==> config.mk <==
export PLATFORM = sky130hd
export DESIGN_NAME = cpu
export DESIGN_NICKNAME = d
export VERILOG_FILES = /design/src/logic/cpuPkg.sv /design/src/logic/consoleIntf.sv /design/src/logic/intervalTimer.sv /design/src/logic/aprFlags.sv /design/src/logic/priorityIntr.sv /design/src/logic/busCycle.sv /design/src/logic/cpu.sv
export SDC_FILE = /design/constraint.sdc
export NUM_CORES = 1
export LEC_CHECK = 0
export ABC_AREA = 1
export BUFFER_PORTS_ARGS = -buffer_cell sky130_fd_sc_hd__buf_4
export CAP_MARGIN = 20
export CORE_ASPECT_RATIO = 0.6
export CORE_MARGIN = 3
export CORE_UTILIZATION = 49
export DETAILED_ROUTE_END_ITERATION = 16
export PLACE_DENSITY_LB_ADDON = 0.25
export SYNTH_ARGS = -nofsm -noshare
export SYNTH_HDL_FRONTEND = slang
export SYNTH_HIERARCHICAL = 1
export SYNTH_SLANG_ARGS = --single-unit
==> constraint.sdc <==
create_clock -name clk -period 4.43 [get_ports clk]
set_input_delay 0.2215 -clock clk [delete_from_list [all_inputs] [get_ports clk]]
set_output_delay 0.2215 -clock clk [all_outputs]
set_load 0.1 [all_outputs]
==> src/logic/cpuPkg.sv <==
`default_nettype none

package cpuPkg;

   ///////////////////////////////////////////////////////////////////////
   // Micro-operation opcodes
   ///////////////////////////////////////////////////////////////////////

   typedef enum logic [2:0] {
      uopNop,                       // No operation
      uopRead,                      // Memory read
      uopWrite,                     // Memory write
      uopWrApr,                     // Load APR level/enable/flags
      uopWrPi,                      // Load PI enables and system-on
      uopPiAck,                     // Start servicing requested level
      uopPiDismiss,                 // End highest level in progress
      uopHalt                       // Stop the CPU
   } uopCode_t;

   ///////////////////////////////////////////////////////////////////////
   // APR flag indices in the 4-bit flag vector
   ///////////////////////////////////////////////////////////////////////

   localparam int aprFlagCsl   = 0;  // Console interrupt
   localparam int aprFlagNxm   = 1;  // Non-existent memory
   localparam int aprFlagTimer = 2;  // Interval timer
   localparam int aprFlagSoft  = 3;  // Software flag, also to console

   // uopData layout for uopWrApr
   localparam int aprLevelLo  = 0;   // 3-bit PI level
   localparam int aprEnableLo = 3;   // 4-bit enable mask
   localparam int aprClearLo  = 7;   // 4-bit clear mask
   localparam int aprSetLo    = 11;  // 4-bit set mask

   // uopData layout for uopWrPi
   localparam int piEnableLo = 0;    // Bit k-1 enables level k
   localparam int piSysOnBit = 7;    // System-on

   ///////////////////////////////////////////////////////////////////////
   // cpuAddr layout
   ///////////////////////////////////////////////////////////////////////

   // Address itself sits in bits 17:0
   localparam int addrWriteBit = 18; // Write cycle
   localparam int addrPriLo    = 19; // Current PI priority, 3 bits

endpackage

`default_nettype wire

==> src/logic/consoleIntf.sv <==
`default_nettype none
`timescale 1ns/1ns

module consoleIntf (
   input  wire                    clk,
   input  wire                    reset,
   input  wire                    cslSet,     // One-cycle load strobe
   input  wire                    cslRun,
   input  wire                    cslCont,
   input  wire                    cslExec,
   input  wire                    uopValid,
   input  wire cpuPkg::uopCode_t  uop,
   input  wire                    busBusy,    // Bus cycle in flight
   output logic                   uopGo,
   output logic                   cpuRun,
   output logic                   cpuExec,
   output logic                   cpuCont,
   output logic                   cpuHalt
);

   // Single execute decision for every block
   assign uopGo = uopValid && cpuRun && !busBusy;

   ///////////////////////////////////////////////////////////////////////
   // Console status registers
   ///////////////////////////////////////////////////////////////////////

   always_ff @(posedge clk) begin
      if (reset) begin
         cpuRun  <= 1'b0;
         cpuExec <= 1'b0;
         cpuCont <= 1'b0;
         cpuHalt <= 1'b1;                    // Come up halted
      end else if (cslSet) begin
         // Console load wins over a halt in the same cycle
         cpuRun  <= cslRun;
         cpuExec <= cslExec;
         cpuCont <= cslCont;
         if (cslRun) begin
            cpuHalt <= 1'b0;                 // Leaving halt
         end
      end else if (uopGo && uop == cpuPkg::uopHalt) begin
         cpuRun  <= 1'b0;                    // Stop accepting uops
         cpuHalt <= 1'b1;
      end
   end

endmodule

`default_nettype wire

==> src/logic/intervalTimer.sv <==
`default_nettype none
`timescale 1ns/1ns

module intervalTimer #(
   parameter int tickCycles = 4,             // Clocks per tick
   parameter int intrTicks  = 8              // Ticks per interrupt
) (
   input  wire         clk,
   input  wire         reset,
   input  wire         timerEn,
   output logic [17:0] timerCount,          // Wraps at 2^18
   output logic        timerIntr            // One-cycle pulse
);

   localparam int preW = (tickCycles > 1) ? $clog2(tickCycles) : 1;

   logic [preW-1:0] preCount;                // Prescaler
   logic            tick;
   logic [17:0]     nextCount;

   // Last prescaler state, only while enabled
   assign tick      = timerEn && (preCount == preW'(tickCycles - 1));
   assign nextCount = timerCount + 18'd1;

   always_ff @(posedge clk) begin
      if (reset) begin
         preCount   <= '0;
         timerCount <= '0;
         timerIntr  <= 1'b0;
      end else begin
         timerIntr <= 1'b0;
         if (tick) begin
            preCount   <= '0;
            timerCount <= nextCount;
            // Interrupt on each nonzero intrTicks boundary
            timerIntr  <= (nextCount != 18'd0) &&
                          (nextCount % 18'(intrTicks) == 18'd0);
         end else if (timerEn) begin
            preCount <= preCount + 1'b1;     // Holds when disabled
         end
      end
   end

endmodule

`default_nettype wire

==> src/logic/aprFlags.sv <==
`default_nettype none
`timescale 1ns/1ns

module aprFlags (
   input  wire                    clk,
   input  wire                    reset,
   input  wire                    uopGo,
   input  wire cpuPkg::uopCode_t  uop,
   input  wire [35:0]             uopData,
   input  wire                    cslIntr,     // Level from console
   input  wire                    nxmIntr,     // Pulse from bus
   input  wire                    timerIntr,   // Pulse from timer
   output logic [6:0]             aprIntr,     // One-hot PI request
   output logic                   cslIntrO
);

   logic [3:0] aprFlag;                      // Sticky flags
   logic [3:0] aprEnable;
   logic [2:0] aprLevel;                     // 0 means no request
   logic [3:0] hwSet;                        // Hardware flag sources
   logic       wrApr;

   always_comb begin
      hwSet                       = '0;
      hwSet[cpuPkg::aprFlagCsl]   = cslIntr;
      hwSet[cpuPkg::aprFlagNxm]   = nxmIntr;
      hwSet[cpuPkg::aprFlagTimer] = timerIntr;
   end

   assign wrApr = uopGo && (uop == cpuPkg::uopWrApr);

   ///////////////////////////////////////////////////////////////////////
   // Flag, enable and level registers
   ///////////////////////////////////////////////////////////////////////

   always_ff @(posedge clk) begin
      if (reset) begin
         aprFlag   <= '0;
         aprEnable <= '0;
         aprLevel  <= '0;
      end else if (wrApr) begin
         aprLevel  <= uopData[cpuPkg::aprLevelLo +: 3];
         aprEnable <= uopData[cpuPkg::aprEnableLo +: 4];
         // Clear first, then set mask and sources on top
         aprFlag   <= (aprFlag & ~uopData[cpuPkg::aprClearLo +: 4]) |
                      uopData[cpuPkg::aprSetLo +: 4] | hwSet;
      end else begin
         aprFlag <= aprFlag | hwSet;
      end
   end

   // Request at the programmed level when any enabled flag is up
   always_comb begin
      aprIntr = '0;
      if ((|(aprFlag & aprEnable)) && (aprLevel != 3'd0)) begin
         aprIntr[aprLevel - 3'd1] = 1'b1;    // Level k on bit k-1
      end
   end

   assign cslIntrO = aprFlag[cpuPkg::aprFlagSoft];

endmodule

`default_nettype wire

==> src/logic/priorityIntr.sv <==
`default_nettype none
`timescale 1ns/1ns

module priorityIntr (
   input  wire                    clk,
   input  wire                    reset,
   input  wire                    uopGo,
   input  wire cpuPkg::uopCode_t  uop,
   input  wire [35:0]             uopData,
   input  wire [6:0]              aprIntr,    // Bit k-1 is level k
   input  wire [6:0]              ubaIntr,
   output logic [2:0]             piReqPri,   // 0 when none
   output logic [2:0]             piCurPri,   // 0 when none
   output logic                   piIntr
);

   logic [6:0] piEnable;                     // Per-level enables
   logic       piSysOn;
   logic [6:0] piActive;                     // Levels in progress
   logic [6:0] piReq;

   // Lowest-numbered set bit as a level, level 1 is highest priority
   function automatic logic [2:0] lowestLevel(input logic [6:0] vec);
      logic [2:0] lvl;
      lvl = 3'd0;
      for (int i = 6; i >= 0; i--) begin
         if (vec[i]) begin
            lvl = 3'(i + 1);                 // Lower bits overwrite
         end
      end
      return lvl;
   endfunction

   ///////////////////////////////////////////////////////////////////////
   // Request arbitration
   ///////////////////////////////////////////////////////////////////////

   assign piReq    = (ubaIntr | aprIntr) & piEnable & {7{piSysOn}};
   assign piReqPri = lowestLevel(piReq);
   assign piCurPri = lowestLevel(piActive);

   // Only a strictly higher priority breaks in
   assign piIntr = (piReqPri != 3'd0) &&
                   ((piCurPri == 3'd0) || (piReqPri < piCurPri));

   ///////////////////////////////////////////////////////////////////////
   // Enable and in-progress registers
   ///////////////////////////////////////////////////////////////////////

   always_ff @(posedge clk) begin
      if (reset) begin
         piEnable <= '0;
         piSysOn  <= 1'b0;
         piActive <= '0;
      end else if (uopGo) begin
         case (uop)
            cpuPkg::uopWrPi: begin
               piEnable <= uopData[cpuPkg::piEnableLo +: 7];
               piSysOn  <= uopData[cpuPkg::piSysOnBit];
            end
            cpuPkg::uopPiAck: begin
               if (piReqPri != 3'd0) begin
                  piActive[piReqPri - 3'd1] <= 1'b1;   // Enter level
               end
            end
            cpuPkg::uopPiDismiss: begin
               if (piCurPri != 3'd0) begin
                  piActive[piCurPri - 3'd1] <= 1'b0;   // Leave level
               end
            end
            default: ;                       // Not a PI uop
         endcase
      end
   end

endmodule

`default_nettype wire

==> src/logic/busCycle.sv <==
`default_nettype none
`timescale 1ns/1ns

module busCycle #(
   parameter int nxmTimeout = 6              // Clocks to wait for ack
) (
   input  wire                    clk,
   input  wire                    reset,
   input  wire                    uopGo,
   input  wire cpuPkg::uopCode_t  uop,
   input  wire [17:0]             uopAddr,
   input  wire [35:0]             uopData,
   input  wire [2:0]              piCurPri,
   input  wire                    cpuAck,
   input  wire [35:0]             cpuDataIn,
   output logic                   cpuReq,
   output logic [35:0]            cpuAddr,    // Address, write, priority
   output logic [35:0]            cpuData,
   output logic [35:0]            busData,    // Last read data
   output logic                   busBusy,
   output logic                   busDone,    // End of cycle pulse
   output logic                   nxmIntr     // Timeout pulse
);

   typedef enum logic {
      stIdle,
      stWait                                 // Request out, waiting ack
   } busState_t;

   localparam int toW = $clog2(nxmTimeout + 1);

   busState_t        state;
   logic [toW-1:0]   waitCount;              // Clocks in stWait
   logic             start;
   logic [35:0]      addrNext;

   assign start = uopGo && (uop == cpuPkg::uopRead || uop == cpuPkg::uopWrite);

   // Bus address word as presented with the request
   always_comb begin
      addrNext                              = '0;
      addrNext[17:0]                        = uopAddr;
      addrNext[cpuPkg::addrWriteBit]        = (uop == cpuPkg::uopWrite);
      addrNext[cpuPkg::addrPriLo +: 3]      = piCurPri;
   end

   assign cpuReq  = (state == stWait);
   assign busBusy = (state == stWait);       // Blocks further uops

   ///////////////////////////////////////////////////////////////////////
   // Request sequencing and NXM timeout
   ///////////////////////////////////////////////////////////////////////

   always_ff @(posedge clk) begin
      if (reset) begin
         state     <= stIdle;
         waitCount <= '0;
         busDone   <= 1'b0;
         nxmIntr   <= 1'b0;
      end else begin
         busDone <= 1'b0;
         nxmIntr <= 1'b0;
         case (state)
            stIdle: begin
               waitCount <= '0;
               if (start) begin
                  state <= stWait;
               end
            end
            stWait: begin
               if (cpuAck) begin
                  state   <= stIdle;
                  busDone <= 1'b1;
               end else if (waitCount == toW'(nxmTimeout - 1)) begin
                  state   <= stIdle;         // Nobody answered
                  busDone <= 1'b1;
                  nxmIntr <= 1'b1;
               end else begin
                  waitCount <= waitCount + 1'b1;
               end
            end
            default: state <= stIdle;
         endcase
      end
   end

   // Payload held steady for the whole request
   always_ff @(posedge clk) begin
      if (state == stIdle && start) begin
         cpuAddr <= addrNext;
         cpuData <= uopData;
      end
      if (state == stWait && cpuAck && !cpuAddr[cpuPkg::addrWriteBit]) begin
         busData <= cpuDataIn;               // Read data capture
      end
   end

endmodule

`default_nettype wire

==> src/logic/cpu.sv <==
`default_nettype none
`timescale 1ns/1ns

module cpu #(
   parameter int tickCycles = 4,       // Clocks per timer tick
   parameter int intrTicks  = 8,       // Ticks per timer interrupt
   parameter int nxmTimeout = 6        // Clocks to wait for bus ack
) (
   input  wire                    clk,
   input  wire                    reset,
   // Console
   input  wire                    cslSet,       // Load run/exec/cont
   input  wire                    cslRun,
   input  wire                    cslCont,
   input  wire                    cslExec,
   input  wire                    cslTimerEn,
   input  wire                    cslIntrI,     // Console to CPU
   output wire                    cslIntrO,     // CPU to console
   // UBA
   input  wire [6:0]              ubaIntr,
   // Micro-operation strobe
   input  wire                    uopValid,
   input  wire cpuPkg::uopCode_t  uop,
   input  wire [17:0]             uopAddr,
   input  wire [35:0]             uopData,
   // Bus
   output wire                    cpuReq,
   input  wire                    cpuAck,
   output wire [35:0]             cpuAddr,      // Address and flags
   output wire [35:0]             cpuData,
   input  wire [35:0]             cpuDataIn,
   output wire [35:0]             busData,      // Captured read data
   output wire                    busBusy,
   output wire                    busDone,
   // Status
   output wire                    cpuHalt,
   output wire                    cpuRun,
   output wire                    cpuExec,
   output wire                    cpuCont,
   output wire                    piIntr,
   output wire [2:0]              piReqPri,
   output wire [2:0]              piCurPri,
   output wire [17:0]             timerCount
);

   wire       uopGo;                   // Execute strobe to all blocks
   wire       nxmIntr;
   wire       timerIntr;
   wire [6:0] aprIntr;                 // APR one-hot PI request

   ///////////////////////////////////////////////////////////////////////
   // Console interface and execute gate
   ///////////////////////////////////////////////////////////////////////

   consoleIntf consoleIntf_inst (
      .clk      (clk),
      .reset    (reset),
      .cslSet   (cslSet),
      .cslRun   (cslRun),
      .cslCont  (cslCont),
      .cslExec  (cslExec),
      .uopValid (uopValid),
      .uop      (uop),
      .busBusy  (busBusy),
      .uopGo    (uopGo),
      .cpuRun   (cpuRun),
      .cpuExec  (cpuExec),
      .cpuCont  (cpuCont),
      .cpuHalt  (cpuHalt)
   );

   intervalTimer #(
      .tickCycles (tickCycles),
      .intrTicks  (intrTicks)
   ) intervalTimer_inst (
      .clk        (clk),
      .reset      (reset),
      .timerEn    (cslTimerEn),
      .timerCount (timerCount),
      .timerIntr  (timerIntr)
   );

   aprFlags aprFlags_inst (
      .clk       (clk),
      .reset     (reset),
      .uopGo     (uopGo),
      .uop       (uop),
      .uopData   (uopData),
      .cslIntr   (cslIntrI),
      .nxmIntr   (nxmIntr),
      .timerIntr (timerIntr),
      .aprIntr   (aprIntr),
      .cslIntrO  (cslIntrO)            // Soft flag back to console
   );

   priorityIntr priorityIntr_inst (
      .clk      (clk),
      .reset    (reset),
      .uopGo    (uopGo),
      .uop      (uop),
      .uopData  (uopData),
      .aprIntr  (aprIntr),
      .ubaIntr  (ubaIntr),
      .piReqPri (piReqPri),
      .piCurPri (piCurPri),
      .piIntr   (piIntr)
   );

   // Memory/IO bus with NXM detect
   busCycle #(
      .nxmTimeout (nxmTimeout)
   ) busCycle_inst (
      .clk       (clk),
      .reset     (reset),
      .uopGo     (uopGo),
      .uop       (uop),
      .uopAddr   (uopAddr),
      .uopData   (uopData),
      .piCurPri  (piCurPri),
      .cpuAck    (cpuAck),
      .cpuDataIn (cpuDataIn),
      .cpuReq    (cpuReq),
      .cpuAddr   (cpuAddr),
      .cpuData   (cpuData),
      .busData   (busData),
      .busBusy   (busBusy),
      .busDone   (busDone),
      .nxmIntr   (nxmIntr)
   );

endmodule

`default_nettype wire

# Word-level counts from Yosys, hierarchy flattened
# Index checks and enable logic that the tools add are counted.
# op_classes
eq_ne,14
n_reduce_logical,36
mux,39
add_sub_neg,6
bitwise_logic,14
n_lt_le_gt_ge,7
# op_table
operator,count
3-bit 2-to-1 mux,16
7-bit bitwise AND,3
7-bit 2-to-1 mux,3
18-bit by 1-bit adder with 18-bit output (second input constant),1
18-bit zero test,1
18-bit nonzero test,1
3-bit == test (second input constant),5
1-bit logical AND,15
7-bit bitwise OR,2
7-bit one-hot mux with 2 select lines,1
1-bit 2-to-1 mux,13
3-bit by 4-bit less-than comparator with 1-bit output (second input constant),3
1-bit demux with 3-bit select,3
3-bit by 1-bit >= comparator with 1-bit output (second input constant),3
3-bit nonzero test,3
3-bit by 1-bit subtractor with 3-bit output (second input constant),3
4-bit bitwise AND,2
4-bit by 3-bit bitwise OR with 4-bit output,2
7-bit NOT,1
3-bit by 2-bit == test with 1-bit output (second input constant),2
2-bit by 1-bit != test with 1-bit output (second input constant),3
3-bit one-hot mux with 2 select lines,1
2-bit AND reduction,3
2-bit OR reduction,3
18 further kinds,23
# totals
elab_cells,136
ff_bits,151
output_inout_bits,141

# Logic depth before layout (Yosys ltp)
# Gate-level depths: netlist (run 1).
# depth
word_depth,24
depth_mapped,25
ltp_nobuf,25

# Modules after synthesis
# The synthesis (run 1) kept the hierarchy.
# by_module_without_submodules
module,cells_per_inst,area_per_inst_um2,n_inst,seq_area_each_um2
busCycle,154,3243.1,1,2942.8
priorityIntr,215,1295.0,1,300.3
intervalTimer,199,1238.7,1,420.4
aprFlags,99,620.6,1,220.2
consoleIntf,25,177.7,1,80.1

# Worst setup path before layout (run 1)
# No wires, ideal clock.
# synth_timing
path_type,register to output
from,register aprFlags_inst.aprFlag[3]
to,output port piIntr
setup_slack_ns,-1.825
arrival_ns,6.033
stages_incl_launch_ff,17
required_ns,4.208
cell_sequence,dfxtp_1 -> nand2_1 -> nand4_1 -> o21ai_1 -> nor2_1 -> inv_1 -> nand2_1 -> nand2_2 -> nand2_2 -> inv_1 -> a21oi_1 -> ha_1 -> nand2_1 -> inv_1 -> nand2_1 -> nand2_1 -> a21boi_0
# synth_rtl
element,line_no,source
"start, declared",aprFlags.sv:17,logic [3:0] aprFlag;
"start signal, assigned",aprFlags.sv:45,aprFlag <= (aprFlag & ~uopData[cpuPkg::aprClearLo +: 4]) |
"start signal, assigned",aprFlags.sv:48,aprFlag <= aprFlag | hwSet;
4-bit bitwise AND (*),aprFlags.sv:55,if ((|(aprFlag & aprEnable)) && (aprLevel != 3'd0)) begin
4-bit OR reduction (*),aprFlags.sv:55,
1-bit logical AND (*),aprFlags.sv:55,
7-bit 2-to-1 mux (*),aprFlags.sv:55,
net aprIntr[1],cpu.sv:49,wire [6:0] aprIntr;
7-bit bitwise OR (*),priorityIntr.sv:38,assign piReq = (ubaIntr | aprIntr) & piEnable & {7{piSysOn}};
7-bit bitwise AND (*) (2 in series),priorityIntr.sv:38,
3-bit 2-to-1 mux (*) (2 in series),priorityIntr.sv:27,if (vec[i]) begin
net piReqPri[1],cpu.sv:41,"output wire [2:0] piReqPri,"
3-bit less-than comparator,priorityIntr.sv:44,((piCurPri == 3'd0) || (piReqPri < piCurPri));
1-bit logical OR,priorityIntr.sv:44,
1-bit logical AND (*),priorityIntr.sv:43,assign piIntr = (piReqPri != 3'd0) &&
"end, declared",cpu.sv:40,"output wire piIntr,"
# The timed path passes the listed nets; every way through them passes the cells marked *.

# Worst setup path in the final report (run 1)
# layout_timing
from,register aprFlags_inst.aprLevel[0]
to,output port piIntr
# layout_rtl
element,line_no,source
"start, declared",aprFlags.sv:19,logic [2:0] aprLevel;
"start signal, assigned",aprFlags.sv:42,aprLevel <= uopData[cpuPkg::aprLevelLo +: 3];
3-bit by 1-bit subtractor with 3-bit output,aprFlags.sv:56,aprIntr[aprLevel - 3'd1] = 1'b1;
3-bit by 4-bit less-than comparator with 1-bit output (not written as such) or 3-bit by 1-bit >= comparator with 1-bit output (tied branches),aprFlags.sv:56,
1-bit logical AND (not written as such),aprFlags.sv:56,
1-bit 2-to-1 mux (not written as such),aprFlags.sv:56,
1-bit demux with 3-bit select,-,
7-bit 2-to-1 mux (*),aprFlags.sv:55,
net aprIntr[3],cpu.sv:49,
7-bit bitwise OR (*),priorityIntr.sv:38,
7-bit bitwise AND (*) (2 in series),priorityIntr.sv:38,
3-bit 2-to-1 mux (*) (4 in series),priorityIntr.sv:27,
3-bit less-than comparator,priorityIntr.sv:44,
1-bit logical OR,priorityIntr.sv:44,
1-bit logical AND (*),priorityIntr.sv:43,
# Marked as above.

==> results of run 1 <==
==> cell usage after synthesis (8+ instances only) <==
| library cell | number |
|---|---|
| nand2_1 | 153 |
| edfxtp_1 | 94 |
| dfxtp_1 | 57 |
| nor2_4 | 8 |
| nand4_1 | 10 |
| nor2_1 | 90 |
| nor2_2 | 14 |
| o21ai_0 | 32 |
| nand2_2 | 19 |
| buf_4 | 15 |
| nand3_1 | 35 |
| ha_1 | 13 |
| a21oi_1 | 20 |
| inv_1 | 90 |
==> cell type report <==
type / count / area [um^2] / area share [%]
inverter: 97 / 364.1 / 3.682
tap: 170 / 212.7 / 2.151
clock buffer: 18 / 429.2 / 4.340
clock inverter: 14 / 128.9 / 1.303
multi-input combinational: 438 / 2166 / 21.90
sequential: 151 / 3964 / 40.08
timing repair buffer: 322 / 2625 / 26.54
==> metal layers <==
| metal | up-vias | share of wire (%) | global-route usage, % |
|---|---|---|---|
| li1 | 2902 | - | - |
| met1 | 2627 | 42 | 30.91 |
| met2 | 222 | 48 | 39.96 |
| met3 | 33 | 7.7 | 5.750 |
| met4 | 0 | 1.9 | 7.720 |
| met5 | - | 0 | 0 |
==> cells by family after synthesis <==
family / synth area share (%)
and+or+nand+nor: 23.10
DFF: 60.29
buffers and inverters: 7.726
AOI/OAI and AO/OA: 5.823
adders and majority gates: 2.474
xor gates and xnor gates: 0.5329
other: 0.05703
==> registers in the layout, indices dropped and copies added, names as in the netlist, 2 cells and up <==
| signal | flops |
|---|---|
| aprFlags_inst/aprFlag | 4 |
| priorityIntr_inst/piEnable | 7 |
| aprFlags_inst/aprLevel | 3 |
| busCycle_inst/busData | 36 |
| aprFlags_inst/aprEnable | 4 |
| busCycle_inst/cpuAddr | 22 |
| intervalTimer_inst/timerCount | 18 |
| busCycle_inst/waitCount | 3 |
| intervalTimer_inst/preCount | 2 |
| priorityIntr_inst/piActive | 7 |
| busCycle_inst/cpuData | 36 |
==> report_power, final <==
group / switching (mW) / total, mW / internal, mW
clock network: 0.637 / 1.38 / 0.744
registers: 0.00786 / 1.51 / 1.50
logic: 0.183 / 0.317 / 0.133
==> timing repair <==
action	4_1_cts	5_1_grt
hold buffers	83	0
gates resized for setup	0	0
hold endpoints to repair	83	0
==> path summary, 6_finish.rpt <==
check / depth (start not counted) / startpoint / slack [ns] / to
worst max-delay path: 18 / aprFlags_inst/aprLevel[0]$_SDFFE_PP0N_ / 0.96 / piIntr
worst min-delay path: 1 / uopData[7] / 0.01 / busCycle_inst/cpuData[7]$_DFFE_PP_
worst max register to register: 21 / aprFlags_inst/aprLevel[0]$_SDFFE_PP0N_ / 1.50 / priorityIntr_inst/piActive[2]$_SDFFE_PP0P_
worst min register to register: 2 / priorityIntr_inst/piActive[1]$_SDFFE_PP0P_ / 0.49 / priorityIntr_inst/piActive[1]$_SDFFE_PP0P_
==> metrics by stage <==
| step | instances | hold slack (ns) | worst slack (ns) | utilization (%) |
|---|---|---|---|---|
| 2_1_floorplan | 705 | 0.2906 | 0.09164 | - |
| 3_3_place_gp | 1095 | 0.3994 | 1.532 | 65.53 |
| 3_5_place_dp | 1095 | 0.4008 | 1.446 | 65.53 |
| 4_1_cts | 1210 | 0.002785 | 0.9481 | 76.23 |
| 5_1_grt | 1210 | 0.004905 | 0.6352 | 76.23 |
| 6_report | 1210 | 0.01272 | 0.9624 | 76.23 |
==> critical path, delay by kind of cell (launching register included) <==
kind,cells,cell delay (ns)
buffers and inverters,3,0.46
flip-flops,1,0.39
adder cells (fa/ha/maj),2,0.52
AND/OR/NAND/NOR,9,0.74
XOR/XNOR,1,0.22
AO/OA/AOI/OAI,3,0.49
==> qor.yml, run 1 <==
ir_drop_uv: 277.1
cts_sinks: 151
maxCapViolCount: 0
cts.htree.levels: 4
ant_nets: 0
fillers: 876
post_cts_buffers: 0
arrival_ns: 3.25
place_area_um2: 8501
finalClockSkew_ns: 0.01196
num_antenna_cells: 0
synth_top_area_share_pct: 42.93
num_rows: 32
final_cell_mix: "buf_4, nand2_1, edfxtp_1"
drc: 0
hold_viol: 0
critPathMaxFanout: 6
area_growth_pct: 50.41
drive_gt1_share_pct: 31.44
stdcell_area_um2: 9889
syn-cell-area_um2: 6575
yosysTopAreaCell: "edfxtp_1"
synthFlopType: "edfxtp_1"
core_area_um2: 12970
finalPower_mw: 3.209
grt_pass1_wl_um: 27820
io_pins: 251
die_w_um: 155.5
die_y_um: 95.73
grt_pass1_vias: 5573
power_leakage_nw: 4.324
fmaxAchievable_ghz: 0.2884
fin_crit_sh_pct: 78.28
syn_inst: 692
rsz0062_at_grt: "no"
antenna_found_initial: 0
grt_max_degree: 38
cpMostUsedCell: "nand2_1"
finalSetupViolCount: 0
synthArstFlopShare_pct: 0
synth_edf_count: 94
cp_data_required_time_ns: 4.21
synth_warnings: 6
gp_congestion: 0.8851
cts_tree: "built"
period_needed_ns: 3.468
synth_cell_types: 34
clockBufferDepth: 2
wirelength_um: 18240
port_buffers: 236
crit_path_max_incr_delay_ns: 0.39
overflow: 0
tightest_slew_ns: 0.9136
status: "completed"
start_util_pct: 50.68
cts_root_buf: "clkbuf_16"
end_kind: "output pin"
numCtsBuffers: 17
min-delay-path-class: "input port to register"
first_pass_iters: 5
clk-insertion-delay-late_ns: 0.41
cp_cell_sequence: "inv_1 -> ha_1 -> xor2_1 -> nor2_1 -> nand2_1 -> nor2_1 -> nor2_1 -> nor2_2 -> nor2_2 -> o21ai_0 -> a21oi_2 -> ha_1 -> nand2_1 -> inv_1 -> nand2_1 -> nand2_1 -> a21boi_2 -> buf_4"
die_area_um2: 14890
viasPerCell: 4.780
nNetsFinal: 1150
mostFrequentLayoutCell: "buf_4"
synth_area_per_cell_um2: 9.502
drt_iter0_drc: 393
slowest_stage: "dfxtp_1"
start_kind: "register"
grt.total_usage_pct: 23.82
p_per_area_nw_per_um2: 324.4
criticalPathCategory: "register to output pin"
ys_ff_latch: 151
slew_violations: 0
post-dp-hpwl_um: 12280
wl_per_cell_um: 15.07
vias: 5784
synth_top_cells_by_area: "edfxtp_1, dfxtp_1, nand2_1"
fin_setup_tns_ns: 0
yosysSeqAreaShare_pct: 60.29
cts.clk_slew.worst_paths_ns: 0.07
relSlewSlack_pct: 39.10
Note: power is estimated with default switching activity, not from simulation.
==> inputs of run 2 (changes only) <==
- ABC_AREA: 1 -> 0
- CORE_UTILIZATION: 49 -> 48
- clock period: 4.43 -> 3.6 ns (I/O delays scaled with it)
==> qor.yml, run 2 <==
status: "completed"
clk-insertion-delay-late_ns: 0.41  # about the same
fillers: 748  # -15%
grt_pass1_wl_um: 29680  # +6.7%
multiInputGateArea_um2: 2102  # -2.9%
finalSetupViolCount: 0  # unchanged
clockBufferDepth: 2  # unchanged
pre_cts_ws_ns: 0.2014  # -1.245 ns
r2r_end: "priorityIntr_inst/piActive[5]$_SDFFE_PP0P_"
area_growth_pct: 55.83
port_buffers: 236  # unchanged
synth_common_cells: "edfxtp_1, dfxtp_1, nor2_1, nand2_1, a21oi_1"
synth_edf_count: 94  # unchanged
min-delay-path-class: "input port to register"
arrival_ns: 3.32  # +0.07 ns
start_util_pct: 50.43  # -0.26 points
vias: 5419  # -6.3%
top_regs: "busCycle_inst/busData: 36 flops, busCycle_inst/cpuData: 36 flops, busCycle_inst/cpuAddr: 22 flops"
yosysSeqAreaShare_pct: 63.53  # +3.2 points
drt_iter0_drc: 405  # +3.1%
syn-cell-area_um2: 6240  # -5.1%
cp_cell_sequence: "inv_1 -> ha_1 -> xnor2_2 -> o21bai_2 -> nor2_1 -> o211ai_2 -> nand2b_4 -> a21oi_1 -> o21ai_2 -> inv_2 -> ha_1 -> o211ai_1 -> a21oi_1 -> a221oi_4 -> buf_12"
criticalPathCategory: "register to output pin"
fmaxAchievable_ghz: 0.2860
end_kind: "output pin"
min_path_cells: 3  # +2
cp_data_required_time_ns: 3.42  # -0.79 ns
final_cell_mix: "buf_4, edfxtp_1, dlygate4sd3_1"
core_area_um2: 12370  # -4.6%
critPathMaxFanout: 4  # -2
synth_most_common_cell: "edfxtp_1"
period_needed_ns: 3.496
mostFrequentLayoutCell: "buf_4"
ys_ff_latch: 151  # unchanged
antenna_found_initial: 0  # unchanged
start_kind: "register"
seqCellArea_um2: 3969  # +0.13%
relSlewSlack_pct: 53.24  # +14 points
synthArstFlopShare_pct: 0  # unchanged
cts_tree: "built"
drive_gt1_share_pct: 36.52  # +5.1 points
numCtsBuffers: 17  # unchanged
r2r-start: "aprFlags_inst/aprLevel[0]$_SDFFE_PP0N_"
finish.utilization_pct: 78.58  # +2.3 points
synthFlopType: "edfxtp_1"
synth_warnings: 6  # unchanged
ir_drop_uv: 322.4  # +16%
cts.clk_slew.worst_paths_ns: 0.07  # about the same
setup_ws_ns: 0.1039  # -0.8585 ns
hold_end: "consoleIntf_inst/cpuExec$_SDFFE_PP0P_"
nNetsFinal: 956  # -17%
synth_top_area_share_pct: 45.24  # +2.3 points
die_w_um: 153.2  # -1.5%
slew_violations: 0  # unchanged
power_leakage_nw: 4.017  # -7.1%
num_rows: 31  # -3.1%
maxCapViolCount: 0  # unchanged
cts_sinks: 151  # unchanged
first_pass_iters: 6  # +1
gp_congestion: 0.8896  # +0.51%
post-dp-hpwl_um: 12340  # +0.51%
viasPerCell: 5.349  # +12%
wirelength_um: 19750  # +8.3%
grt_pass1_vias: 5289  # -5.1%
ant_nets: 0  # unchanged
p_per_area_nw_per_um2: 412.0  # +27%
drc: 0  # unchanged
tightest_slew_ns: 0.7015  # -0.2121 ns
synth_top_cells_by_area: "edfxtp_1, dfxtp_1, nor2_1"
io_pins: 251  # unchanged
syn_inst: 496  # -28%
yosysTopAreaCell: "edfxtp_1"
die_y_um: 94.32  # -1.5%
die_area_um2: 14450  # -3.0%
crit_path_max_incr_delay_ns: 0.36  # -0.03 ns
slowest_stage: "dfxtp_2"
fin_crit_sh_pct: 97.12
stdcell_area_um2: 9723  # -1.7%
cts.htree.levels: 4  # unchanged
synth_cell_types: 74  # +120%
place_area_um2: 8115  # -4.5%
overflow: 0  # unchanged
synth_area_per_cell_um2: 12.58  # +32%
hp-start: "cslExec"
grt.total_usage_pct: 26.58  # +2.8 points
whs_ns: 0.01495  # +0.002236 ns
finalClockSkew_ns: 0.01229  # +0.0003313 ns
cts_root_buf: "clkbuf_16"
grt_max_degree: 57  # +50%
hold_viol: 0  # unchanged
rrSetupSlack_ns: 0.34  # -1.16 ns
r2r_cells: 16  # -24%
wl_per_cell_um: 19.49  # +29%
## run 2: cell types whose count changed in the layout (fill, tap and decap cells not counted), moves of 13 or more
cell     delta
inv_1      -72
nand2_1   -117
nand2_2    -19
nand3_1    -17
nor2_1     -42
nor2_2     -14
o21ai_0    -22
xor2_1     +13
## run 2: how the worst max path moves through the flow
stage,depth (start not counted),to,start
3_5_place_dp,15,piIntr,aprFlags_inst/aprLevel[0]$_SDFFE_PP0N_
3_3_place_gp,15,piIntr,aprFlags_inst/aprLevel[0]$_SDFFE_PP0N_
6_report,15,piIntr,aprFlags_inst/aprLevel[0]$_SDFFE_PP0N_
2_1_floorplan,14,piIntr,aprFlags_inst/aprLevel[0]$_SDFFE_PP0N_
5_1_grt,15,piIntr,aprFlags_inst/aprLevel[0]$_SDFFE_PP0N_
4_1_cts,15,piIntr,aprFlags_inst/aprLevel[0]$_SDFFE_PP0N_
## run 2: worst max-delay path, delay by kind of cell (launching register included)
kind            cells  cell delay (ns)
compound gates      7             1.13
xor+xnor            1             0.15
fa+ha+maj           2             0.54
buf+inv             3             0.36
flops               1             0.36
simple gates        2             0.34
## run 2: kinds of logic (layout without fill, tap and decap cells)
logic type / count (synthesis) / count (layout) / share of synthesized area (%)
AND/OR/NAND/NOR: 158 / 158 / 13.25
XOR/XNOR: 24 / 24 / 3.489
buffers and inverters: 50 / 387 / 4.371
AO/OA/AOI/OAI: 86 / 86 / 10.53
other: 1 / 16 / 0.06010
adder cells (fa/ha/maj): 13 / 13 / 2.607
multiplexers: 13 / 13 / 2.166
flip-flops: 151 / 151 / 63.53
## run 2: what timing repair did
item	in CTS	in global routing
pin swaps	1	3
hold buffers	93	0
endpoints found under the setup margin	1	1
setup buffers	1	4
endpoints found under the hold margin	93	0
gates resized for setup	5	5
## run 2: power breakdown
| group | internal, mW | switching (mW) |
|---|---|---|
| Clock | 0.934 | 0.820 |
| Sequential | 1.85 | 0.00803 |
| Combinational | 0.167 | 0.228 |
| Total | 2.95 | 1.06 |
## run 2: metal layers
metal | up-vias | wire length [um] | global-route usage [%]
met5 | - | 0 | 0
met2 | 294 | 10230 | 47.66
met3 | 36 | 1407 | 6.535
met1 | 2627 | 7728 | 32.22
li1 | 2462 | - | -
met4 | 0 | 378 | 7.932
## run 2: area by class of cell
cell class / count / area share (%)
Multi-Input combinational cell: 308 / 21.62
Inverter: 19 / 0.7335
Antenna cell: 2 / 0.05147
Timing Repair Buffer: 336 / 28.72
Clock inverter: 14 / 1.518
Clock buffer: 18 / 4.414
Sequential cell: 151 / 40.82
Tap cell: 165 / 2.123
## run 2: per-stage QoR
stage          power (mW)  setup TNS, ns  instances
3_5_place_dp        2.193              0        880
5_1_grt             4.120       -0.02396       1011
4_1_cts             4.004              0       1006
6_report            4.006              0       1013
3_3_place_gp        2.184              0        880
2_1_floorplan       2.075              0        509
